### src/soc_consts.svh
`ifndef SOC_CONSTS_SVH
`define SOC_CONSTS_SVH

////////////////////////////////////////
// Data RAM
////////////////////////////////////////

// Depth in 32-bit words
`define SOC_RAM_WORDS 256
// Word index width
`define SOC_RAM_AW 8
// One kilobyte window at the bottom of the map
`define SOC_RAM_BASE 32'h0000_0000
`define SOC_RAM_BYTES 32'h0000_0400

////////////////////////////////////////
// Serial transmitter
////////////////////////////////////////

// Write only, low byte goes out on txd
`define SOC_UART_DATA 32'h0000_1000
// Read only: full, empty, LED flags in bits 4..2
`define SOC_UART_STAT 32'h0000_1004
`define SOC_TX_FIFO_DEPTH 8
// Clocks per serial bit
`define SOC_BAUD_DIV 16

`endif

### src/soc_pkg.sv
package soc_pkg;

	////////////////////////////////////////
	// Plain vectors
	////////////////////////////////////////

	typedef logic [31:0] addr_t;
	typedef logic [31:0] data_t;
	typedef logic [3:0] strb_t;
	typedef logic [7:0] byte_t;
	// Sticky flags for '0', '1' and line feed
	typedef logic [2:0] led_t;

	////////////////////////////////////////
	// Encodings and FSM states
	////////////////////////////////////////

	typedef enum logic [1:0] {
		OKAY = 2'd0,
		SLVERR = 2'd2,
		DECERR = 2'd3
	} axil_resp_e;

	// Bus-side port FSM
	typedef enum logic [1:0] {
		PS_IDLE,
		PS_WAIT,
		PS_RESP
	} port_state_e;

	// Serializer FSM
	typedef enum logic [1:0] {
		TX_IDLE,
		TX_START,
		TX_DATA,
		TX_STOP
	} tx_state_e;

	////////////////////////////////////////
	// Bus bundles
	////////////////////////////////////////

	// Master side of AXI4-Lite
	typedef struct packed {
		logic awvalid;
		addr_t awaddr;
		logic wvalid;
		data_t wdata;
		strb_t wstrb;
		logic bready;
		logic arvalid;
		addr_t araddr;
		logic rready;
	} axil_req_t;

	// Slave side of AXI4-Lite
	typedef struct packed {
		logic awready;
		logic wready;
		logic bvalid;
		axil_resp_e bresp;
		logic arready;
		logic rvalid;
		data_t rdata;
		axil_resp_e rresp;
	} axil_rsp_t;

	// Internal single-request bus
	typedef struct packed {
		logic valid;
		logic we;
		addr_t addr;
		data_t wdata;
		strb_t wstrb;
	} bus_req_t;

	typedef struct packed {
		logic done;
		data_t rdata;
		axil_resp_e resp;
	} bus_rsp_t;

endpackage

### src/char_led_monitor.sv
`timescale 1ns/10ps

module char_led_monitor (
	input logic clk,
	input logic rst,
	input logic push,
	input soc_pkg::byte_t din,
	input logic full,
	output soc_pkg::led_t led
);

	// ASCII codes that light the board LEDs
	localparam soc_pkg::byte_t CH_ZERO = 8'h30;
	localparam soc_pkg::byte_t CH_ONE = 8'h31;
	localparam soc_pkg::byte_t CH_LF = 8'h0a;

	logic accept;

	// Only bytes the FIFO really takes
	assign accept = push && !full;

	////////////////////////////////////////
	// Sticky flags, cleared by reset only
	////////////////////////////////////////

	always_ff @(posedge clk or posedge rst) begin
		if (rst) begin
			led <= '0;
		end else if (accept) begin
			if (din == CH_ZERO)
				led[0] <= 1'b1;
			if (din == CH_ONE)
				led[1] <= 1'b1;
			if (din == CH_LF)
				led[2] <= 1'b1;
		end
	end

endmodule

### config.mk
export PLATFORM = sky130hd
export DESIGN_NAME = char_led_monitor
export DESIGN_NICKNAME = d
export VERILOG_FILES = /design/src/soc_consts.svh /design/src/soc_pkg.sv /design/src/char_led_monitor.sv
export SDC_FILE = /design/constraint.sdc
export NUM_CORES = 1
export LEC_CHECK = 0
export CAP_MARGIN = 0
export CORE_AREA = 2 2 39 41
export CTS_BUF_LIST = sky130_fd_sc_hd__clkbuf_2 sky130_fd_sc_hd__clkbuf_4 sky130_fd_sc_hd__clkbuf_8
export CTS_CLUSTER_SIZE = 24
export DETAILED_ROUTE_END_ITERATION = 8
export DIE_AREA = 0 0 41 43
export DONT_BUFFER_PORTS = 1
export HOLD_SLACK_MARGIN = 0.02
export SLEW_MARGIN = 0
export SYNTH_ARGS = -nofsm -noshare
export SYNTH_HDL_FRONTEND = slang
export SYNTH_SLANG_ARGS = --single-unit
export TNS_END_PERCENT = 10
### constraint.sdc
create_clock -name clk -period 0.84 [get_ports clk]
set_clock_uncertainty 0.05 [all_clocks]
set_input_delay 0.126 -clock clk [delete_from_list [all_inputs] [get_ports clk]]
set_output_delay 0.126 -clock clk [all_outputs]
set_load 0.02 [all_outputs]
Yosys cells after proc, flatten, opt, wreduce, memory -nomap -nowiden. Index checks and enable logic that the tools add are counted.

Input bits: 12. Output and inout bits: 3. Bits in read-only memories: 0. Register bits: 3. Word-level logic and storage cells: 11. Latch bits: 0. Memory bits (writable): 0. Memories kept: 0.

Equal/unequal tests: 3. Shift operators: 0. Order comparisons: 0. Reductions and logical operators: 5. Bitwise gates (word level): 0. Multiplexer cells: 0. Divide/modulo/power cells: 0. Add/subtract/negate cells: 0. Multipliers: 0.

Operators with widths (number): $eq 8x6->1 const B (2); $eq 8x4->1 const B (1); $reduce_and 2->1 (3); $logic_and 1x1->1 (1); $logic_not 1->1 (1).

Depth between registers and ports, before layout.
Word-level depth: 3. Depth in mapped cells: 2. Depth with buffers taken out: 2.

Least setup slack after synthesis. Ideal clock, no wire load.

Path type: flip-flop to flip-flop. Start point: register led[0] (netlist name). End point: register led[0]. Library setup time: 0.120 ns. Setup slack: 0.024 ns. Data required time: 0.670 ns. Buffers on the path: 0. Cell stages (with the launch flop): 2. Arrival time: 0.645 ns. Clock period less this slack: 0.816 ns. Path through: dfrtp_1 -> a41o_1.

RTL lines: end signal: assignment (RTL line char_led_monitor.sv:28) `led <= '0;`; end signal: assignment (RTL line char_led_monitor.sv:31) `led[0] <= 1'b1;`; end: declaration (RTL line char_led_monitor.sv:9) `output soc_pkg::led_t led`.

Worst setup path in the final report.
Start point: register led[0]. End point: output led[0].

No word-level cell between the ends.

==> impl_metrics.env <==
export IMPL_met3_usage_pct=11.5
export IMPL_crit_required_ps=660
export IMPL_setup_tns_ps=-378
export IMPL_fin_ws_ps=-94.1
export IMPL_path_clk_slew_ps=40
export IMPL_timing_fmax_mhz=1070
export IMPL_p_sw_share_pct=21.0
export IMPL_h_tree_depth=1
export IMPL_hold_path_class="input pin to flop"
export IMPL_netlist_area_sq_um=178
export IMPL_min_from="din[0]"
export IMPL_ios=15
export IMPL_violations="setup timing"
export IMPL_intPower_uw=412
export IMPL_drt_iter0_markers=0
export IMPL_clock_latency_ps=230
export IMPL_cp_end_kind="primary output"
export IMPL_antenna_cells=0
export IMPL_area_delta_synth_final_pct=82.4
export IMPL_met1_usage_pct=6.73
export IMPL_period_share_pct=111
export IMPL_start_util_pct=12.8
export IMPL_grt_max_degree=4
export IMPL_met2_usage_pct=13.1
export IMPL_grt_first_pass_wirelength_um=1030
export IMPL_largest_reg_flops=3
export IMPL_postRouteAntennaNets=0
export IMPL_combPwrFrac_pct=14.3
export IMPL_synth_area_leaders="dfrtp_1, a41o_1, nor4b_2, nor4b_4, inv_1"
export IMPL_netlist_area_leader_share_pct=42.3
export IMPL_fillers=149
export IMPL_cp_buffers_inverters=1
export IMPL_gp_congestion=0.511
export IMPL_synth_largest_area_cell="dfrtp_1"
export IMPL_clock_root_buffer="clkbuf_4"
export IMPL_synth_seq_cells=3
export IMPL_drive_gt1_share_pct=48.1
export IMPL_rsz0062_at_grt="true"
export IMPL_synth_fp_nets=25
export IMPL_drt_wl_total_um=650
export IMPL_cts_sinks=3
export IMPL_crit_slowest_cell="dfrtp_1"
export IMPL_relSlewSlack_pct=80.9
export IMPL_drc=0
export IMPL_final_util_pct=23.4
export IMPL_p_clk_share_pct=55.5
export IMPL_io_buffers=0
export IMPL_synth_seq_area_share_pct=42.3
export IMPL_status="finished, violations left"
export IMPL_finalSetupViolations=6
export IMPL_grt_usage_pct=10.0
export IMPL_cp_slowest_stage_delay_ps=390
export IMPL_rows=14
export IMPL_grt_busiest_layer="met2"
export IMPL_final_cell_mix="clkbuf_4, dlygate4sd3_1"
export IMPL_synth_warnings=0
export IMPL_clockBufferDepth=2
export IMPL_hold_violations=0
export IMPL_path_class="flop to primary output"
export IMPL_wire_per_inst_um=15.1
export IMPL_numCtsBuffers=3
export IMPL_vdd_drop_max_uv=285
export IMPL_overflow=0
export IMPL_cp_cell_sequence="buf_6"
export IMPL_period_needed_ps=934
export IMPL_path_delay_family="flip-flops"
export IMPL_cellPowerDensity_mw_per_mm2=1610
export IMPL_first_pass_iters=1
export IMPL_coreArea_sq_mm=0.00138
export IMPL_max_flop_register="led"
export IMPL_syn_area_per_cell_sq_um=13.7
export IMPL_cp_start_kind="flop"
export IMPL_worst_pin_slew_ps=285
export IMPL_reg_top3="led x3"
export IMPL_p_leak_nw=0.169
export IMPL_vias=185
export IMPL_drv_cap=0
export IMPL_p_sw_uw=109
export IMPL_crit_fanout=2
export IMPL_die_area_sq_mm=0.00176
export IMPL_synth_cells=13
export IMPL_avgViaCountPerCell=4.30
export IMPL_dp_cells=32
export IMPL_die_height_um=43
export IMPL_tritoncts="done"
export IMPL_startpoint="led[0]$_DFFE_PP0P_"
export IMPL_power_share_sequential_pct=30.2
export IMPL_antenna_found_initial=0
export IMPL_synth_cell_type_count=7
export IMPL_num_nets_final=40
export IMPL_layout_cells_non_filler=43
export IMPL_worst_endpoint_arrival_ps=760
export IMPL_grt_pass1_vias=238
export IMPL_die_x_um=41
export IMPL_dp_hpwl_um=517
export IMPL_slew_viol_final=0
export IMPL_rr_startpoint="led[0]$_DFFE_PP0P_"
[repair_timing]
action,in CTS,in global routing
hold endpoints to repair,6,0
resized for setup,3,0
endpoints found under the setup margin,3,6
setup buffers,3,0
hold buffers,4,0
[metal layers]
metal  wire (um)  part of all wire [%]
met3         177                    27
met4          18                   2.8
met1         182                    28
met2         272                    42
met5           0                     0
[layout make-up]
type,count,area [sq um],area share [%]
well taps,16,20.0,6.18
inverters,2,7.51,2.32
flip-flops and latches,3,75.1,23.2
clock buffers,4,30.0,9.27
repair buffers,10,96.3,29.7
multi-input cells,8,95.1,29.3
[cells in the mapped netlist (all sizes together)]
library cell / n
dfrtp: 3
a41o: 3
nor4b: 3
nor2: 1
nor3b: 1
inv: 2
[metrics by stage]
stage	total power [mW]	hold slack, ps	cell area (sq um)	worst slack [ps]
floorplan	0.188	-170	178	24.1
global placement	0.200	-168	220	116
detailed placement	0.202	-161	220	47.8
CTS	0.532	65.9	324	-92.0
global route	0.560	63.8	324	-115
finish	0.521	68.7	324	-94.1
[worst reg2reg max path: stages (launching register included)]
cell     delay (ps)
dfrtp_1         390
buf_4           140
a41o_1          200
[path summary, 6_finish.rpt]
check                      cells past startpoint                 end  slack [ps]
max in group asynchronous                      2  led[0]$_DFFE_PP0P_         450
max                                            1              led[0]         -90
min in group asynchronous                      2  led[2]$_DFFE_PP0P_         160
min                                            2  led[0]$_DFFE_PP0P_          70
min reg2reg                                    2  led[2]$_DFFE_PP0P_         530
max reg2reg                                    2  led[0]$_DFFE_PP0P_         -50
[cell families (layout without fill, tap and decap cells)]
| logic type | Yosys count | count (layout) | share of synthesized area (%) |
|---|---|---|---|
| AND/OR/NAND/NOR | 5 | 5 | 36.6 |
| AO/OA/AOI/OAI | 3 | 3 | 16.9 |
| flip-flops | 3 | 3 | 42.3 |
| buffers and inverters | 2 | 16 | 4.23 |
[power by group through the flow]
stage | logic [mW] | registers [mW] | clock network, mW
after floorplan | 0.0215 | 0.166 | 0
final | 0.0746 | 0.157 | 0.289
after CTS | 0.0749 | 0.157 | 0.300
after global routing | 0.0812 | 0.157 | 0.321
after detailed placement | 0.0441 | 0.158 | 0
after global placement | 0.0423 | 0.157 | 0
(Power assumes the default switching activity.)
