**src/soc_consts.svh**
```systemverilog
`ifndef SOC_CONSTS_SVH
`define SOC_CONSTS_SVH

////////////////////////////////////////
// Data RAM
////////////////////////////////////////

// Depth in 32-bit words
`define SOC_RAM_WORDS 256
// Word index width
`define SOC_RAM_AW 8
// One kilobyte window at the bottom of the map
`define SOC_RAM_BASE 32'h0000_0000
`define SOC_RAM_BYTES 32'h0000_0400

////////////////////////////////////////
// Serial transmitter
////////////////////////////////////////

// Write only, low byte goes out on txd
`define SOC_UART_DATA 32'h0000_1000
// Read only: full, empty, LED flags in bits 4..2
`define SOC_UART_STAT 32'h0000_1004
`define SOC_TX_FIFO_DEPTH 8
// Clocks per serial bit
`define SOC_BAUD_DIV 16

`endif

```
**src/soc_pkg.sv**
```systemverilog
package soc_pkg;

	////////////////////////////////////////
	// Plain vectors
	////////////////////////////////////////

	typedef logic [31:0] addr_t;
	typedef logic [31:0] data_t;
	typedef logic [3:0] strb_t;
	typedef logic [7:0] byte_t;
	// Sticky flags for '0', '1' and line feed
	typedef logic [2:0] led_t;

	////////////////////////////////////////
	// Encodings and FSM states
	////////////////////////////////////////

	typedef enum logic [1:0] {
		OKAY = 2'd0,
		SLVERR = 2'd2,
		DECERR = 2'd3
	} axil_resp_e;

	// Bus-side port FSM
	typedef enum logic [1:0] {
		PS_IDLE,
		PS_WAIT,
		PS_RESP
	} port_state_e;

	// Serializer FSM
	typedef enum logic [1:0] {
		TX_IDLE,
		TX_START,
		TX_DATA,
		TX_STOP
	} tx_state_e;

	////////////////////////////////////////
	// Bus bundles
	////////////////////////////////////////

	// Master side of AXI4-Lite
	typedef struct packed {
		logic awvalid;
		addr_t awaddr;
		logic wvalid;
		data_t wdata;
		strb_t wstrb;
		logic bready;
		logic arvalid;
		addr_t araddr;
		logic rready;
	} axil_req_t;

	// Slave side of AXI4-Lite
	typedef struct packed {
		logic awready;
		logic wready;
		logic bvalid;
		axil_resp_e bresp;
		logic arready;
		logic rvalid;
		data_t rdata;
		axil_resp_e rresp;
	} axil_rsp_t;

	// Internal single-request bus
	typedef struct packed {
		logic valid;
		logic we;
		addr_t addr;
		data_t wdata;
		strb_t wstrb;
	} bus_req_t;

	typedef struct packed {
		logic done;
		data_t rdata;
		axil_resp_e resp;
	} bus_rsp_t;

endpackage

```
**src/mem_map_unit.sv**
```systemverilog
`timescale 1ns/10ps
`include "soc_consts.svh"

module mem_map_unit (
	input logic clk,
	input logic rst,
	input soc_pkg::bus_req_t bus_req,
	output soc_pkg::bus_rsp_t bus_rsp,
	output logic ram_en,
	output soc_pkg::strb_t ram_we,
	output logic [`SOC_RAM_AW-1:0] ram_addr,
	output soc_pkg::data_t ram_wdata,
	input soc_pkg::data_t ram_rdata,
	output logic tx_push,
	output soc_pkg::byte_t tx_byte,
	input logic tx_full,
	input logic tx_empty,
	input soc_pkg::led_t led
);

	soc_pkg::addr_t ram_off;
	soc_pkg::addr_t word_addr;
	logic is_ram;
	logic is_data;
	logic is_stat;
	logic stall;
	logic issue;
	logic busy;
	logic rd_pend;
	logic done_q;
	// Read source registered at issue
	logic sel_ram;
	logic sel_stat;
	soc_pkg::axil_resp_e resp_c;
	soc_pkg::axil_resp_e resp_q;
	soc_pkg::data_t stat_word;
	soc_pkg::data_t rdata_q;

	////////////////////////////////////////
	// Address decode
	////////////////////////////////////////

	assign ram_off = bus_req.addr - `SOC_RAM_BASE;
	assign word_addr = {bus_req.addr[31:2], 2'b00};
	assign is_ram = ram_off < `SOC_RAM_BYTES;
	assign is_data = (word_addr == `SOC_UART_DATA);
	assign is_stat = (word_addr == `SOC_UART_STAT);

	// Wrong direction on a UART register gives SLVERR, holes give DECERR
	always_comb begin
		if (is_ram)
			resp_c = soc_pkg::OKAY;
		else if (is_data)
			resp_c = bus_req.we ? soc_pkg::OKAY : soc_pkg::SLVERR;
		else if (is_stat)
			resp_c = bus_req.we ? soc_pkg::SLVERR : soc_pkg::OKAY;
		else
			resp_c = soc_pkg::DECERR;
	end

	// Hold a data write back while the FIFO has no room
	assign stall = bus_req.we && is_data && tx_full;
	assign issue = bus_req.valid && !busy && !stall;

	// One-cycle strobes
	assign ram_en = issue && is_ram;
	assign ram_we = (issue && bus_req.we && is_ram) ? bus_req.wstrb : '0;
	assign ram_addr = ram_off[`SOC_RAM_AW+1:2];
	assign ram_wdata = bus_req.wdata;
	assign tx_push = issue && bus_req.we && is_data;
	assign tx_byte = bus_req.wdata[7:0];

	assign stat_word = {27'd0, led, tx_empty, tx_full};

	always_ff @(posedge clk or posedge rst) begin
		if (rst) begin
			busy <= 1'b0;
			rd_pend <= 1'b0;
			done_q <= 1'b0;
		end else begin
			if (issue)
				busy <= 1'b1;
			else if (done_q)
				busy <= 1'b0;
			rd_pend <= issue && !bus_req.we;
			// Writes finish next cycle, reads wait for the RAM register
			done_q <= (issue && bus_req.we) || rd_pend;
		end
	end

	always_ff @(posedge clk) begin
		if (issue) begin
			sel_ram <= is_ram;
			sel_stat <= is_stat;
			resp_q <= resp_c;
		end
		// Read mux, zero for holes and the data address
		if (rd_pend) begin
			if (sel_ram)
				rdata_q <= ram_rdata;
			else if (sel_stat)
				rdata_q <= stat_word;
			else
				rdata_q <= '0;
		end
	end

	assign bus_rsp.done = done_q;
	assign bus_rsp.rdata = rdata_q;
	assign bus_rsp.resp = resp_q;

endmodule

```
**config.mk**
```make
export PLATFORM = sky130hd
export DESIGN_NAME = mem_map_unit
export DESIGN_NICKNAME = d
export VERILOG_FILES = /design/src/soc_pkg.sv /design/src/mem_map_unit.sv
export VERILOG_INCLUDE_DIRS = /design/src /design/src/src
export SDC_FILE = /design/constraint.sdc
export NUM_CORES = 1
export LEC_CHECK = 0
export ABC_CLOCK_PERIOD_IN_PS = 3600
export BUFFER_PORTS_ARGS = -buffer_cell sky130_fd_sc_hd__buf_2
export CORE_UTILIZATION = 37
export CTS_CLUSTER_SIZE = 25
export DETAILED_ROUTE_END_ITERATION = 10
export PLACE_DENSITY_LB_ADDON = 0.1
export SYNTH_ARGS = -nofsm -noshare
export SYNTH_HDL_FRONTEND = slang
export SYNTH_SLANG_ARGS = --single-unit
```
**constraint.sdc**
```tcl
create_clock -name clk -period 3.6 [get_ports clk]
set_input_delay 0.18 -clock clk [delete_from_list [all_inputs] [get_ports clk]]
set_output_delay 0.18 -clock clk [all_outputs]
set_load 0.01 [all_outputs]
```
Word level (Yosys, flattened, before mapping):

Index checks and enable logic that the tools add are counted.

* magnitude comparators: 1
* eq/ne operators: 2
* muxes and demuxes: 9
* reductions and logical operators: 14

Operators with widths (count)
* == test 30 x 11 -> 1 bit, second input constant: 2
* < comparator 32 x 11 -> 1 bit, second input constant: 1
* two-way mux 32 bit: 1
* logical AND 1 bit: 9
* two-way mux 2 bit: 4
* two-way mux 5 bit: 1
* two-way mux 4 bit: 1
* zero test 1 bit: 3
* two-way mux 1 bit: 2
* nonzero test 2 bit: 1
* logical OR 1 bit: 1

* register bits after elaboration: 39
* input bits: 109
* word-level logic and storage cells: 33

Depth between registers and ports, before layout:

* depth in word-level cells: 8
* gate-level depth with buffers: 5
* depth with buffers taken out: 4

Worst setup path before layout:

No wires, ideal clock.

* kind: input-to-reg
* from: input port bus_req[49] in the netlist's numbering
* to: register resp_q[0] (enable)
* library setup time: 303 ps
* arrival: 1322 ps
* data required time: 3297 ps
* setup slack: 1975 ps
* stages: 4
* buffers on the path: 1
* cells stage by stage: or4_4 nor4_4 buf_6 a41oi_1

* longest elaborated chain between the ends: 5

RTL lines
* start: declaration: line mem_map_unit.sv:7 `input soc_pkg::bus_req_t bus_req,`
* == test 30 x 11 -> 1 bit (no source line)
* logical AND 1 bit (2 in series): line mem_map_unit.sv:62 `assign stall = bus_req.we && is_data && tx_full;`
* zero test 1 bit: line mem_map_unit.sv:63 `assign issue = bus_req.valid && !busy && !stall;`
* logical AND 1 bit: line mem_map_unit.sv:63
* via issue: line mem_map_unit.sv:27 `logic issue;`
* end signal: assignment: line mem_map_unit.sv:95 `resp_q <= resp_c;`
* end: declaration: line mem_map_unit.sv:35 `soc_pkg::axil_resp_e resp_q;`

The timed path passes the listed nets, and every way through them passes these cells.
A chain may end at the register's enable or synchronous reset.

Worst setup path after layout:

* from: input port bus_req[49] in the netlist's numbering
* to: output port tx_push

* longest elaborated chain between the ends: 7

RTL lines
* == test 30 x 11 -> 1 bit (no source line) (*)
* logical AND 1 bit (2 in series): line mem_map_unit.sv:62
* zero test 1 bit: line mem_map_unit.sv:63
* logical AND 1 bit: line mem_map_unit.sv:63
* logical AND 1 bit: line mem_map_unit.sv:70 `assign tx_push = issue && bus_req.we && is_data;`
* logical AND 1 bit (*): line mem_map_unit.sv:70
* end: declaration: line mem_map_unit.sv:14 `output logic tx_push,`

Every way passes the cells marked *; elsewhere a longest branch is shown, timed or not.

==> impl_metrics.json <==
{
  "dieWidth_um": 76.3,
  "busiest_layer": "met2",
  "seq_power_share_pct": 52.9,
  "start_util_pct": 39.3,
  "end_kind": "primary output",
  "fp.dieH_um": 76.3,
  "ys_warn_count": 0,
  "cts_tree": "built",
  "place.gp.congestion": 0.714,
  "die_area_um2": 5820,
  "critPathMostFrequentCell": "buf_2",
  "grt_pass1_wl_um": 6290,
  "cp_max_fo": 13,
  "max_stage_delay_ns": 0.53,
  "startpoint_type": "primary input",
  "power_density_nw_per_um2": 442,
  "fin_crit_ns": 1.93,
  "synth_area_leaders": "edfxtp_1 (53%), buf_4 (18%), and2_1 (8.6%), dfrtp_1 (3.7%), and4b_1 (2.4%)",
  "min_from": "bus_req[68]",
  "critPathLaunch": "bus_req[49]",
  "switching_share_pct": 23.7,
  "fill_cells": 496,
  "p_total_mw": 1.10,
  "rsz0062_at_grt": "no",
  "setup_tns_ns": 0,
  "drt-vias-per-instance": 4.58,
  "final_max_slew_viol_count": 0,
  "cts.clk_slew.worst_paths_ns": 0.07,
  "drt-pass1-iter-count": 4,
  "r2r-start": "rd_pend$_DFF_PP0_",
  "worst_pin_slew_ns": 1.01,
  "yosysTopAreaCell": "edfxtp_1",
  "antenna_found_initial": 0,
  "overflow": 0,
  "ctsHoldBuffers": 1,
  "drt_iter0_drc": 69,
  "synth.avg_cell_area_um2": 12.3,
  "ant_nets": 0,
  "critPathTopFamily": "simple AND/OR/NAND/NOR gates",
  "met2_usage_pct": 21.9,
  "power_frac_clock_pct": 32.9,
  "arrival_ns": 1.75,
  "ios": 198,
  "vias": 1446,
  "setup_viol": 0,
  "synth_cell_types": 27,
  "grt_usage_pct": 14.1,
  "ys_seq_area_share_pct": 56.6,
  "root_buffer": "clkbuf_8",
  "synth-seq-cells": 39,
  "combPwrFrac_pct": 14.2,
  "layout_common_cells": "buf_2 (123), edfxtp_1 (36), and2_1 (28), nand2_1 (9)",
  "fin_nets": 354,
  "criticalPathCategory": "primary input to primary output",
  "grt_util_met3_pct": 5.27,
  "grt_max_degree": 36,
  "numCtsBuffers": 5,
  "max_freq_ghz": 0.517,
  "drc": 0,
  "num_rows": 26,
  "cp_cell_sequence": "buf_2 > or4_4 > nor4_4 > and4b_1 > buf_2",
  "cp.required_ns": 3.42,
  "synth_nets": 275,
  "cts.sinks": 39,
  "grt_pass1_vias": 1270,
  "timing.final.crit_share_pct": 53.7,
  "ctsResizeCount": 0,
  "synth_top_area_share_pct": 52.9,
  "dp_hpwl_um": 3250,
  "core_area_um2": 5200,
  "cts_htree_levels": 2,
  "synth_area_um2": 2040,
  "numPortBuffers": 123,
  "skew_ns": 0.00844,
  "syn_inst": 166,
  "area.growth.synth_to_final_pct": 21.7,
  "routed_wl_um": 4180,
  "path_buf_inv": 2,
  "grt_use_met1_pct": 16.6,
  "clockBufferDepth": 2,
  "p_leak_nw": 1.11,
  "n_antenna_cell": 0,
  "post_cts_buffers": 0,
  "hp-class": "primary input to flip-flop",
  "switchingPower_uw": 260,
  "hold_violations": 0,
  "max_slew_margin_pct": 33.0,
  "slowest_stage": "or4_4",
  "clk_latency_ns": 0.29,
  "drive_gt1_share_pct": 55.3,
  "peakVddDrop_uv": 169,
  "maxCapViolCount": 0,
  "layout_commonest_cell": "buf_2",
  "p_int_uw": 838,
  "outcome": "complete, no violations",
  "routedWlPerCell_um": 13.2
}
==> Yosys cell counts (all sizes together) <==
master and instances:
buf 50, o21ai 3, nor3 1, nand2b 2
clkbuf 3, edfxtp 36, inv 2, nor3b 1
o31ai 1, o211ai 1, nor2b 3, a22o 3
nor4b 1, nand4 1, and4 1, a41oi 2
nor4 5, or4 1, and2 28, and4b 5
dfrtp 3, xnor2 1, nor2 3, nand2 9
==> metal layers <==
metal / part of all wire (%) / vias up
met3: 13 / 8
met2: 45 / 124
met5: 0 / -
li1: - / 691
met1: 40 / 623
met4: 1.7 / 0
==> registers in the layout, summed over array words and instances, names as in the netlist <==
register and count:
rdata_q 32, resp_q 2, busy 1, done_q 1, rd_pend 1, sel_ram 1
sel_stat 1
==> cell type report <==
type | count | area [um2] | share of cell area [%]
Inverter | 2 | 7.51 | 0.302
Clock buffer | 5 | 68.8 | 2.77
Sequential cell | 39 | 1160 | 46.5
Tap cell | 70 | 87.6 | 3.52
Clock inverter | 3 | 43.8 | 1.76
Timing Repair Buffer | 125 | 633 | 25.5
Multi-Input combinational cell | 72 | 489 | 19.7
==> logic make-up after synthesis <==
logic type                after synthesis  synth area share [%]
AOI/OAI and AO/OA                      10                  3.61
xor gates and xnor gates                1                 0.429
buffers and inverters                  55                  19.5
DFF                                    39                  56.6
and+or+nand+nor                        61                  19.9
==> power by group through the flow <==
stage	Clock (mW)	Sequential, mW	Combinational (mW)
global placement	0	0.593	0.156
detailed placement	0	0.594	0.157
global route	0.386	0.590	0.172
finish	0.361	0.581	0.156
floorplan	0	0.597	0.117
CTS	0.370	0.584	0.158
==> metrics by stage <==
| stage | hold slack, ns | utilization (%) | cells | setup slack (ns) | instance area, um2 |
|---|---|---|---|---|---|
| after floorplan | -0.0664 | - | 166 | 1.97 | 2040 |
| after global placement | 0.0544 | 45.4 | 307 | 1.57 | 2360 |
| after detailed placement | 0.0523 | 45.4 | 307 | 1.59 | 2360 |
| after CTS | 0.113 | 47.8 | 316 | 1.65 | 2490 |
| after global routing | 0.121 | 47.8 | 316 | 1.59 | 2490 |
| final | 0.126 | 47.8 | 316 | 1.67 | 2490 |
==> path summary, 6_finish.rpt <==
path | to | slack [ns] | cells past startpoint
max | tx_push | 1.67 | 5
min | rd_pend$_DFF_PP0_ | 0.13 | 2
max reg2reg | rdata_q[14]$_SDFFCE_PN0P_ | 1.99 | 1
min reg2reg | busy$_DFFE_PP0P_ | 0.55 | 2
max in group asynchronous | rd_pend$_DFF_PP0_ | 3.17 | 3
min in group asynchronous | busy$_DFFE_PP0P_ | 0.30 | 3
(Power assumes the default switching activity.)
