<file path="config.mk">
export PLATFORM = sky130hd
export DESIGN_NAME = uart_tx_fifo
export DESIGN_NICKNAME = d
export VERILOG_FILES = /design/src/soc_pkg.sv /design/src/uart_tx_fifo.sv
export VERILOG_INCLUDE_DIRS = /design/src /design/src/src
export SDC_FILE = /design/constraint.sdc
export NUM_CORES = 1
export LEC_CHECK = 0
export ABC_AREA = 1
export BUFFER_PORTS_ARGS = -buffer_cell sky130_fd_sc_hd__buf_2
export CORE_MARGIN = 4
export CORE_UTILIZATION = 55
export DETAILED_ROUTE_END_ITERATION = 10
export GPL_ROUTABILITY_DRIVEN = 0
export PLACE_DENSITY = 0.72
export SLEW_MARGIN = 20
export SYNTH_ARGS = -nofsm -noshare
export SYNTH_HDL_FRONTEND = slang
export SYNTH_SLANG_ARGS = --single-unit
</file>
<file path="constraint.sdc">
create_clock -name clk -period 2.5 [get_ports clk]
set_input_delay 0.75 -clock clk [delete_from_list [all_inputs] [get_ports clk]]
set_output_delay 0.75 -clock clk [all_outputs]
set_load 0.02 [all_outputs]
</file>
<file path="src/soc_consts.svh">
`ifndef SOC_CONSTS_SVH
`define SOC_CONSTS_SVH

////////////////////////////////////////
// Data RAM
////////////////////////////////////////

// Depth in 32-bit words
`define SOC_RAM_WORDS 256
// Word index width
`define SOC_RAM_AW 8
// One kilobyte window at the bottom of the map
`define SOC_RAM_BASE 32'h0000_0000
`define SOC_RAM_BYTES 32'h0000_0400

////////////////////////////////////////
// Serial transmitter
////////////////////////////////////////

// Write only, low byte goes out on txd
`define SOC_UART_DATA 32'h0000_1000
// Read only: full, empty, LED flags in bits 4..2
`define SOC_UART_STAT 32'h0000_1004
`define SOC_TX_FIFO_DEPTH 8
// Clocks per serial bit
`define SOC_BAUD_DIV 16

`endif

</file>
<file path="src/soc_pkg.sv">
package soc_pkg;

	////////////////////////////////////////
	// Plain vectors
	////////////////////////////////////////

	typedef logic [31:0] addr_t;
	typedef logic [31:0] data_t;
	typedef logic [3:0] strb_t;
	typedef logic [7:0] byte_t;
	// Sticky flags for '0', '1' and line feed
	typedef logic [2:0] led_t;

	////////////////////////////////////////
	// Encodings and FSM states
	////////////////////////////////////////

	typedef enum logic [1:0] {
		OKAY = 2'd0,
		SLVERR = 2'd2,
		DECERR = 2'd3
	} axil_resp_e;

	// Bus-side port FSM
	typedef enum logic [1:0] {
		PS_IDLE,
		PS_WAIT,
		PS_RESP
	} port_state_e;

	// Serializer FSM
	typedef enum logic [1:0] {
		TX_IDLE,
		TX_START,
		TX_DATA,
		TX_STOP
	} tx_state_e;

	////////////////////////////////////////
	// Bus bundles
	////////////////////////////////////////

	// Master side of AXI4-Lite
	typedef struct packed {
		logic awvalid;
		addr_t awaddr;
		logic wvalid;
		data_t wdata;
		strb_t wstrb;
		logic bready;
		logic arvalid;
		addr_t araddr;
		logic rready;
	} axil_req_t;

	// Slave side of AXI4-Lite
	typedef struct packed {
		logic awready;
		logic wready;
		logic bvalid;
		axil_resp_e bresp;
		logic arready;
		logic rvalid;
		data_t rdata;
		axil_resp_e rresp;
	} axil_rsp_t;

	// Internal single-request bus
	typedef struct packed {
		logic valid;
		logic we;
		addr_t addr;
		data_t wdata;
		strb_t wstrb;
	} bus_req_t;

	typedef struct packed {
		logic done;
		data_t rdata;
		axil_resp_e resp;
	} bus_rsp_t;

endpackage

</file>
<file path="src/uart_tx_fifo.sv">
`timescale 1ns/10ps
`include "soc_consts.svh"

module uart_tx_fifo (
	input logic clk,
	input logic rst,
	input logic push,
	input soc_pkg::byte_t din,
	output logic full,
	output logic empty,
	output logic txd
);

	localparam int PTR_W = $clog2(`SOC_TX_FIFO_DEPTH);
	localparam int CNT_W = $clog2(`SOC_TX_FIFO_DEPTH + 1);
	localparam int BAUD_W = $clog2(`SOC_BAUD_DIV);

	soc_pkg::byte_t fifo_mem [`SOC_TX_FIFO_DEPTH];
	logic [PTR_W-1:0] wr_ptr;
	logic [PTR_W-1:0] rd_ptr;
	logic [CNT_W-1:0] count;
	logic push_ok;
	logic pop;

	soc_pkg::tx_state_e state;
	logic [BAUD_W-1:0] baud_cnt;
	logic [2:0] bit_idx;
	logic bit_end;
	soc_pkg::byte_t shreg;

	////////////////////////////////////////
	// Circular buffer
	////////////////////////////////////////

	assign full = (count == CNT_W'(`SOC_TX_FIFO_DEPTH));
	assign empty = (count == '0);
	// Push while full is dropped
	assign push_ok = push && !full;
	// Head leaves only when the line is idle
	assign pop = (state == soc_pkg::TX_IDLE) && !empty;

	always_ff @(posedge clk) begin
		if (push_ok)
			fifo_mem[wr_ptr] <= din;
	end

	always_ff @(posedge clk or posedge rst) begin
		if (rst) begin
			wr_ptr <= '0;
			rd_ptr <= '0;
			count <= '0;
		end else begin
			if (push_ok)
				wr_ptr <= wr_ptr + 1'b1;
			if (pop)
				rd_ptr <= rd_ptr + 1'b1;
			case ({push_ok, pop})
				2'b10: count <= count + 1'b1;
				2'b01: count <= count - 1'b1;
				default: count <= count;
			endcase
		end
	end

	////////////////////////////////////////
	// 8N1 serializer
	////////////////////////////////////////

	assign bit_end = (baud_cnt == BAUD_W'(`SOC_BAUD_DIV - 1));

	always_ff @(posedge clk or posedge rst) begin
		if (rst) begin
			state <= soc_pkg::TX_IDLE;
			baud_cnt <= '0;
			bit_idx <= '0;
			txd <= 1'b1;
		end else begin
			case (state)
				soc_pkg::TX_IDLE: begin
					txd <= 1'b1;
					if (pop) begin
						state <= soc_pkg::TX_START;
						baud_cnt <= '0;
						txd <= 1'b0;
					end
				end
				soc_pkg::TX_START: begin
					if (bit_end) begin
						state <= soc_pkg::TX_DATA;
						baud_cnt <= '0;
						bit_idx <= '0;
						txd <= shreg[0];
					end else
						baud_cnt <= baud_cnt + 1'b1;
				end
				soc_pkg::TX_DATA: begin
					if (bit_end) begin
						baud_cnt <= '0;
						if (bit_idx == 3'd7) begin
							state <= soc_pkg::TX_STOP;
							txd <= 1'b1;
						end else begin
							bit_idx <= bit_idx + 1'b1;
							// Next bit, ahead of the shift
							txd <= shreg[1];
						end
					end else
						baud_cnt <= baud_cnt + 1'b1;
				end
				soc_pkg::TX_STOP: begin
					if (bit_end)
						state <= soc_pkg::TX_IDLE;
					else
						baud_cnt <= baud_cnt + 1'b1;
				end
				default: state <= soc_pkg::TX_IDLE;
			endcase
		end
	end

	// LSB first
	always_ff @(posedge clk) begin
		if (pop)
			shreg <= fifo_mem[rd_ptr];
		else if (state == soc_pkg::TX_DATA && bit_end)
			shreg <= shreg >> 1;
	end

endmodule

</file>
# --- Word-level counts from Yosys, hierarchy flattened ---
# Memory sizes are Yosys's and may differ from the RTL's.
# Index checks and enable logic that the tools add are counted.
op_classes:
  addsub: 6
  n_eq_ne: 15
  muxes: 24
  reduce_logical: 16
op_table:
  columns: ["op", "count"]
  rows:
  - ["two-way mux 8 bit", 2]
  - ["!= test 2 bit (second input constant)", 7]
  - ["two-way mux 4 bit", 3]
  - ["case mux 4 bit (3 select lines)", 1]
  - ["two-way mux 2 bit", 5]
  - ["adder 3 x 1 -> 3 bit (second input constant)", 3]
  - ["two-way mux 3 bit", 3]
  - ["adder 4 x 1 -> 4 bit (second input constant)", 2]
  - ["equality test 4 bit (second input constant)", 2]
  - ["case mux 2 bit (4 select lines)", 1]
  - ["case mux 4 bit (2 select lines)", 1]
  - ["equality test 2 bit (second input constant)", 3]
  - ["two-way mux 1 bit", 6]
  - ["case mux 3 bit (2 select lines)", 1]
  - ["nonzero test 2 bit", 3]
  - ["AND reduction 5 bit", 1]
  - ["equality test 2 x 1 -> 1 bit (second input constant)", 2]
  - ["logical NOT 4 bit", 1]
  - ["AND reduction 4 bit", 1]
  - ["subtractor 4 x 1 -> 4 bit (second input constant)", 1]
  - ["equality test 3 bit (second input constant)", 1]
  - ["logical AND 1 bit", 3]
  - ["case mux 1 bit (3 select lines)", 1]
  - ["AND reduction 3 bit", 1]
  - ["other kinds (5)", 6]
totals:
  regBits: 28
  ramBits: 64
  inputBits: 11
  output_inout_bits: 3
  wordCells: 70
  mem_count: 1
mem_list:
  columns: ["memory", "depth", "word_bits", "rd", "rd_ports_with_merged_regs", "write_ports", "line_no", "rtl"]
  rows:
  - ["fifo_mem", 8, 8, 1, 0, 1, "uart_tx_fifo.sv:18", "soc_pkg::byte_t fifo_mem [`SOC_TX_FIFO_DEPTH];"]

# --- Longest topological paths before layout ---
# Gate-level depths: netlist (run 1).
depth:
  depth_word: 5
  mapped_depth: 14
  mapped_depth_nobuf: 13

# --- Worst setup path after synthesis (run 1) ---
# OpenSTA, ideal clock, no wires.
synth_timing:
  path_type: "register -> register"
  start: "register state[0]"
  end: "register count[2]"
  setup_ns: 0.127
  arrival_ns: 1.993
  required_ns: 2.373
  path_slack_ns: 0.379
  path_stages_with_launch: 14
  path_buffers: 1
  synth_period_minus_slack_ns: 2.121
  cell_sequence: "dfrtp_1 -> inv_1 -> ha_1 -> bufinv_8 -> nor2_8 -> buf_12 -> ha_1 -> inv_1 -> nand2_1 -> nand2_1 -> ha_1 -> a21oi_1 -> xor2_1 -> o21ai_0"
synth_via:
  elab_chain_cells: 4
  elab_cells_between_ends: 6
  cone_classes: "eq/ne (2); mux (1); reduce/logical (3)"
synth_rtl:
  columns: ["item", "line_no", "rtl"]
  rows:
  - ["start, declared", "uart_tx_fifo.sv:25", "soc_pkg::tx_state_e state;"]
  - ["start signal, assigned", "uart_tx_fifo.sv:73", "state <= soc_pkg::TX_IDLE;"]
  - ["start signal, assigned", "uart_tx_fifo.sv:82", "state <= soc_pkg::TX_START;"]
  - ["start signal, assigned", "uart_tx_fifo.sv:89", "state <= soc_pkg::TX_DATA;"]
  - ["logical NOT 2 bit (*)", "uart_tx_fifo.sv:40", "assign pop = (state == soc_pkg::TX_IDLE) && !empty;"]
  - ["logical AND 1 bit (*)", "uart_tx_fifo.sv:40", null]
  - ["equality test 2 x 1 -> 1 bit or equality test 2 bit (tied branches)", "uart_tx_fifo.sv:57", "case ({push_ok, pop})"]
  - ["case mux 4 bit (2 select lines) or nonzero test 2 bit (tied branches)", null, null]
  - ["end signal, assigned", "uart_tx_fifo.sv:58", "2'b10: count <= count + 1'b1;"]
  - ["end signal, assigned", "uart_tx_fifo.sv:59", "2'b01: count <= count - 1'b1;"]
  - ["end signal, assigned", "uart_tx_fifo.sv:60", "default: count <= count;"]
  - ["end, declared", "uart_tx_fifo.sv:21", "logic [CNT_W-1:0] count;"]
# Every way passes the cells marked *; elsewhere a longest branch is shown, timed or not.
# A chain may end at the register's enable or synchronous reset.

# --- Worst setup path in the final report (run 1) ---
# Same ends and word-level chain as after synthesis.

==> impl_metrics.env, run 1 <==
export IMPL_synth_cell_type_count=34
export IMPL_drive_above_1_share_pct=16.5
export IMPL_cp_end_kind="flop"
export IMPL_ir_drop_mv=0.500
export IMPL_yosys_warnings=0
export IMPL_clockBufferDepth=2
export IMPL_p_per_area_nw_per_um2=751
export IMPL_syn_num_nets=446
export IMPL_layout_cells_most_common="nand2_1"
export IMPL_post_synth_top_area_fraction_pct=50.0
export IMPL_path_class="flop to flop"
export IMPL_drt_iter0_markers=154
export IMPL_fmax_mhz=457
export IMPL_track_usage_pct=18.9
export IMPL_h_tree_depth=3
export IMPL_synthToLayoutAreaGrowth_pct=8.22
export IMPL_pre_cts_ws_ps=340
export IMPL_drv_cap=0
export IMPL_grt_max_degree=33
export IMPL_syn_area_um2=4320
export IMPL_finalClockSkew_ps=15.2
export IMPL_dpl_hpwl_mm=5.75
export IMPL_worst_slack_ps=314
export IMPL_startpoint_type="flop"
export IMPL_synth_top_cell_by_area="edfxtp_1"
export IMPL_fp_dieH_um=96.6
export IMPL_synth_area_leaders="edfxtp_1 50%, nand2_1 13%, dfrtp_1 11%"
export IMPL_syn_avg_cell_area_um2=10.2
export IMPL_synth_seq_cells=92
export IMPL_status="finished clean"
export IMPL_finalSetupViolations=0
export IMPL_cts_resized=0
export IMPL_finalHoldViolations=0
export IMPL_total_power_uw=3510
export IMPL_antenna_found_initial=0
export IMPL_rows=32
export IMPL_dr_total_vias=2834
export IMPL_grt_pass1_vias=2948
export IMPL_avgRoutedWirePerCell_um=15.0
export IMPL_io_pins=14
export IMPL_portBuffers=13
export IMPL_p_leak_uw=0.00200
export IMPL_antennaDiodeCount=0
export IMPL_yosysSeqAreaShare_pct=61.6
export IMPL_antenna_left=0
export IMPL_cts_tree="built"
export IMPL_dr_pass1_iters=4
export IMPL_initial_utilization_pct=56.2
export IMPL_vias_per_cell=5.14
export IMPL_whs_ps=484
export IMPL_max_slew_worst_pin_slew_ps=781
export IMPL_post_cts_buffers=0
export IMPL_timing_final_crit_period_ps=2190
export IMPL_finalSetupTns_ps=0
export IMPL_drv_slew=0
export IMPL_cts_root_buf="clkbuf_8"
export IMPL_cts_clk_slew_worst_paths_ps=100
export IMPL_clock_latency_ps=360
export IMPL_max_slew_margin_pct=47.9
export IMPL_critPathRequiredTime_ps=2750
export IMPL_most_common_layout_cells="153 x nand2_1, 72 x edfxtp_1, 34 x inv_1, 32 x nand3_1, 21 x nor2_1"
export IMPL_hold_path_class="flop to flop"
export IMPL_cts_buffers=9
export IMPL_die_x_um=96.6
export IMPL_core_um2=7690
export IMPL_grt_pass1_wl_mm=14.1
export IMPL_syn_inst=423
export IMPL_cp_max_fo=5
export IMPL_holdBufCountCts=0
export IMPL_post_route_drc_count=0
export IMPL_dieArea_um2=9340
export IMPL_rsz0062_at_grt="false"
export IMPL_finalNetCount=467
export IMPL_fin_crit_sh_pct=87.5
export IMPL_cts_sinks=92
export IMPL_crit_arrival_ps=2430
export IMPL_routed_wirelength_mm=8.26
export IMPL_overflow=0
==> cell usage after synthesis <==
| library cell | number |
|---|---|
| bufinv_8 | 1 |
| a31oi_1 | 1 |
| nor2_2 | 5 |
| buf_12 | 1 |
| o21ai_4 | 1 |
| xor2_1 | 3 |
| xnor2_1 | 1 |
| inv_4 | 1 |
| dfstp_2 | 1 |
| inv_2 | 9 |
| ha_1 | 12 |
| o211ai_1 | 1 |
| buf_4 | 3 |
| o21ai_2 | 1 |
| nand3_2 | 8 |
| nor2_4 | 1 |
| nand4_1 | 1 |
| nand3_4 | 1 |
| inv_1 | 34 |
| or2_4 | 1 |
| buf_2 | 6 |
| o21ai_0 | 5 |
| nand3_1 | 32 |
| buf_6 | 2 |
| nand2_2 | 4 |
| o2111ai_1 | 1 |
| a21oi_1 | 2 |
| nor2_8 | 1 |
| nor2_1 | 21 |
| edfxtp_1 | 72 |
| nand2_1 | 153 |
| o21ai_1 | 17 |
| dfrtp_1 | 19 |
| nand2_4 | 1 |
==> power by group <==
group | switching [µW] | total, µW | internal, µW
registers | 97.7 | 1950 | 1860
clock network | 573 | 962 | 390
logic | 408 | 595 | 187
==> routing by layer <==
metal  track usage, %  part of all wire (%)  vias to the layer above
met5                0                     0                        -
met4             7.24                   1.9                        0
met3             3.32                   2.7                       13
met2             33.0                    51                       32
met1             23.4                    45                     1359
li1                 -                     -                     1430
==> cell families after synthesis <==
family | Yosys count | share of synthesized area, %
AND/OR/NAND/NOR | 229 | 23.7
adder cells (fa/ha/maj) | 12 | 3.47
buffers and inverters | 57 | 6.49
XOR/XNOR | 4 | 0.811
AO/OA/AOI/OAI | 29 | 3.88
flip-flops | 92 | 61.6
==> state kept, by name, indices dropped and copies added (netlist names) <==
register	flops
wr_ptr	3
txd	1
baud_cnt	4
state	2
shreg	8
count	4
fifo_mem	64
rd_ptr	3
bit_idx	3
==> metrics by stage <==
stage	cell area, µm²	std cells	util, %
after floorplan	4320	423	-
after CTS	4680	551	60.8
after global placement	4490	535	58.4
final	4680	551	60.8
after global routing	4680	551	60.8
after detailed placement	4490	535	58.4
==> final timing paths <==
kind | from | to | slack, ps | cells past startpoint
hold reg to reg | txd | txd | 480 | 2
min in group asynchronous | rst | wr_ptr[0] | 510 | 2
hold / removal | txd | txd | 480 | 2
setup reg to reg | state[0] | count[2] | 310 | 12
max in group asynchronous | rst | baud_cnt[2] | 1490 | 2
setup / recovery | state[0] | count[2] | 310 | 12
==> area by class of cell <==
cell class / instances / area (µm²)
fill: 674 / 3010
timing repair buffer: 22 / 133
clock inverter: 7 / 66.3
sequential: 92 / 2660
multi-input combinational: 274 / 1380
clock buffer: 9 / 124
inverter: 45 / 185
tap: 102 / 128
==> critical path, stage by stage, from the launching register on <==
cell and delay (ps):
dfrtp_1 430, inv_1 120, ha_1 220, bufinv_8 220, nor2_8 120, ha_1 210
inv_1 50, nand2_1 50, nand2_1 70, ha_1 180, a21oi_1 160, xor2_1 170
o21ai_0 90
Note: power is estimated with default switching activity, not from simulation.
==> run 2, diff against run 1 <==
RECOVER_POWER = 100   (was default)
==> impl_metrics.env, run 2 (same netlist as run 1, synthesis figures left out) <==
export IMPL_finalHoldViolations=0
export IMPL_utilization_pct=59.7
export IMPL_rrSetupSlack_ps=280
export IMPL_ff2ff_path_depth=7
export IMPL_drt_iter0_markers=169
export IMPL_post_route_drc_count=0
export IMPL_overflow=0
export IMPL_p_per_area_nw_per_um2=753
export IMPL_slowest_delay_ps=630
export IMPL_fillers=691
export IMPL_finalSetupTns_ps=0
export IMPL_cp_max_fo=13
export IMPL_cts_buffers=9
export IMPL_critPathRequiredTime_ps=2740
export IMPL_finalNetCount=467
export IMPL_hp_start="txd"
export IMPL_dr_pass1_iters=4
export IMPL_io_pins=14
export IMPL_cts_tree="built"
export IMPL_antenna_left=0
export IMPL_whs_ps=485
export IMPL_largest_register_ffs=64
export IMPL_post_cts_buffers=0
export IMPL_hold_path_class="flop to flop"
export IMPL_rsz0062_at_grt="false"
export IMPL_initial_utilization_pct=56.2
export IMPL_status="finished clean"
export IMPL_clock_latency_ps=360
export IMPL_slowest_stage="clkbuf_1"
export IMPL_ir_drop_mv=0.496
export IMPL_timing_final_crit_period_ps=2220
export IMPL_crit_arrival_ps=2450
export IMPL_cp_cell_sequence="inv_1 -> ha_1 -> bufinv_8 -> nor2_8 -> clkbuf_1 -> nand3_1 -> nand2_1"
export IMPL_p_leak_uw=0.00193
export IMPL_portBuffers=13
export IMPL_rows=32
export IMPL_hold_depth=2
export IMPL_routed_wirelength_mm=8.25
export IMPL_dieArea_um2=9340
export IMPL_regMostFlops="fifo_mem"
export IMPL_layout_cells_most_common="nand2_1"
export IMPL_track_usage_pct=18.9
export IMPL_clockBufferDepth=2
export IMPL_vias_per_cell=5.12
export IMPL_hold_path_end="txd"
export IMPL_die_x_um=96.6
export IMPL_cp_end_kind="flop"
export IMPL_grt_pass1_vias=2948
export IMPL_cts_clk_slew_worst_paths_ps=100
export IMPL_drv_cap=0
export IMPL_cts_resized=0
export IMPL_dr_total_vias=2821
export IMPL_antennaDiodeCount=0
export IMPL_dp_cells=535
export IMPL_holdBufCountCts=0
export IMPL_finalClockSkew_ps=11.7
export IMPL_startpoint_type="flop"
export IMPL_drive_above_1_share_pct=8.69
export IMPL_h_tree_depth=3
export IMPL_grt_max_degree=33
export IMPL_avgRoutedWirePerCell_um=15.0
export IMPL_cts_sinks=92
export IMPL_finalSetupViolations=0
export IMPL_path_class="flop to flop"
export IMPL_reg2reg_from="state[0]"
export IMPL_max_slew_margin_pct=45.0
export IMPL_fin_cells=551
export IMPL_worst_r2r_endpoint="shreg[4]"
export IMPL_cts_root_buf="clkbuf_8"
export IMPL_fp_dieH_um=96.6
export IMPL_reg_top3="fifo_mem: 64 flops, shreg: 8 flops"
export IMPL_fmax_mhz=451
export IMPL_core_um2=7690
export IMPL_antenna_found_initial=0
export IMPL_drv_slew=0
export IMPL_max_slew_worst_pin_slew_ps=825
export IMPL_synthToLayoutAreaGrowth_pct=6.17
export IMPL_dpl_hpwl_mm=5.75
export IMPL_fin_crit_sh_pct=88.7
export IMPL_most_common_layout_cells="157 x nand2_1, 72 x edfxtp_1, 37 x inv_1, 35 x nand3_1, 26 x nor2_1"
export IMPL_grt_pass1_wl_mm=14.1
-- run 2: changes by cell type in the layout (fill, tap and decap cells not counted), sizes merged --
cell | before | now
buf | 22 | 4
clkbuf | 9 | 27
-- run 2: cell type report --
type,instances,area [µm²],area share (%)
Clock inverter,7,66.3,1.45
Sequential cell,92,2660,58.1
Multi-Input combinational cell,274,1330,29.0
Inverter,45,185,4.04
Tap cell,102,128,2.78
Timing Repair Buffer,22,92.6,2.02
Clock buffer,9,124,2.70
-- run 2: power by group --
| group | leakage [µW] | switching [µW] | internal [µW] | total [µW] |
|---|---|---|---|---|
| combinational | 0.000931 | 388 | 154 | 541 |
| clock | 0.0000986 | 573 | 389 | 962 |
| sequential | 0.000902 | 95.1 | 1860 | 1950 |
| total | 0.00193 | 1060 | 2400 | 3460 |
-- run 2: worst max-delay path by stage --
| stage | start | endpoint | slack [ps] | cells after the start |
|---|---|---|---|---|
| 6_report | state[0] | shreg[4] | 280 | 7 |
| 5_1_grt | state[0] | shreg[4] | 130 | 7 |
| 4_1_cts | state[0] | count[2] | 330 | 12 |
| 3_5_place_dp | state[0] | count[2] | 340 | 12 |
| 3_3_place_gp | state[0] | count[2] | 450 | 12 |
| 2_1_floorplan | state[0] | count[2] | 380 | 13 |
-- run 2: layer usage --
| layer | routed length [µm] | vias to the layer above | GRT usage, % |
|---|---|---|---|
| met5 | 0 | - | 0 |
| met4 | 156 | 0 | 7.24 |
| met3 | 249 | 13 | 3.32 |
| met2 | 4230 | 39 | 33.0 |
| met1 | 3610 | 1346 | 23.4 |
| li1 | - | 1423 | - |
-- run 2: worst max-delay path: cells and delay by family (launching register included) --
family | cells | cell delay, ps
buffers and inverters | 3 | 960
and+or+nand+nor | 3 | 500
adders and majority gates | 1 | 210
DFF | 1 | 430
-- run 2: through the flow --
stage	worst slack, ps	total power (µW)	area (µm²)
6_report	284	3460	4590
5_1_grt	134	3640	4590
4_1_cts	332	3550	4680
3_5_place_dp	340	2590	4490
3_3_place_gp	447	2560	4490
2_1_floorplan	379	2390	4320
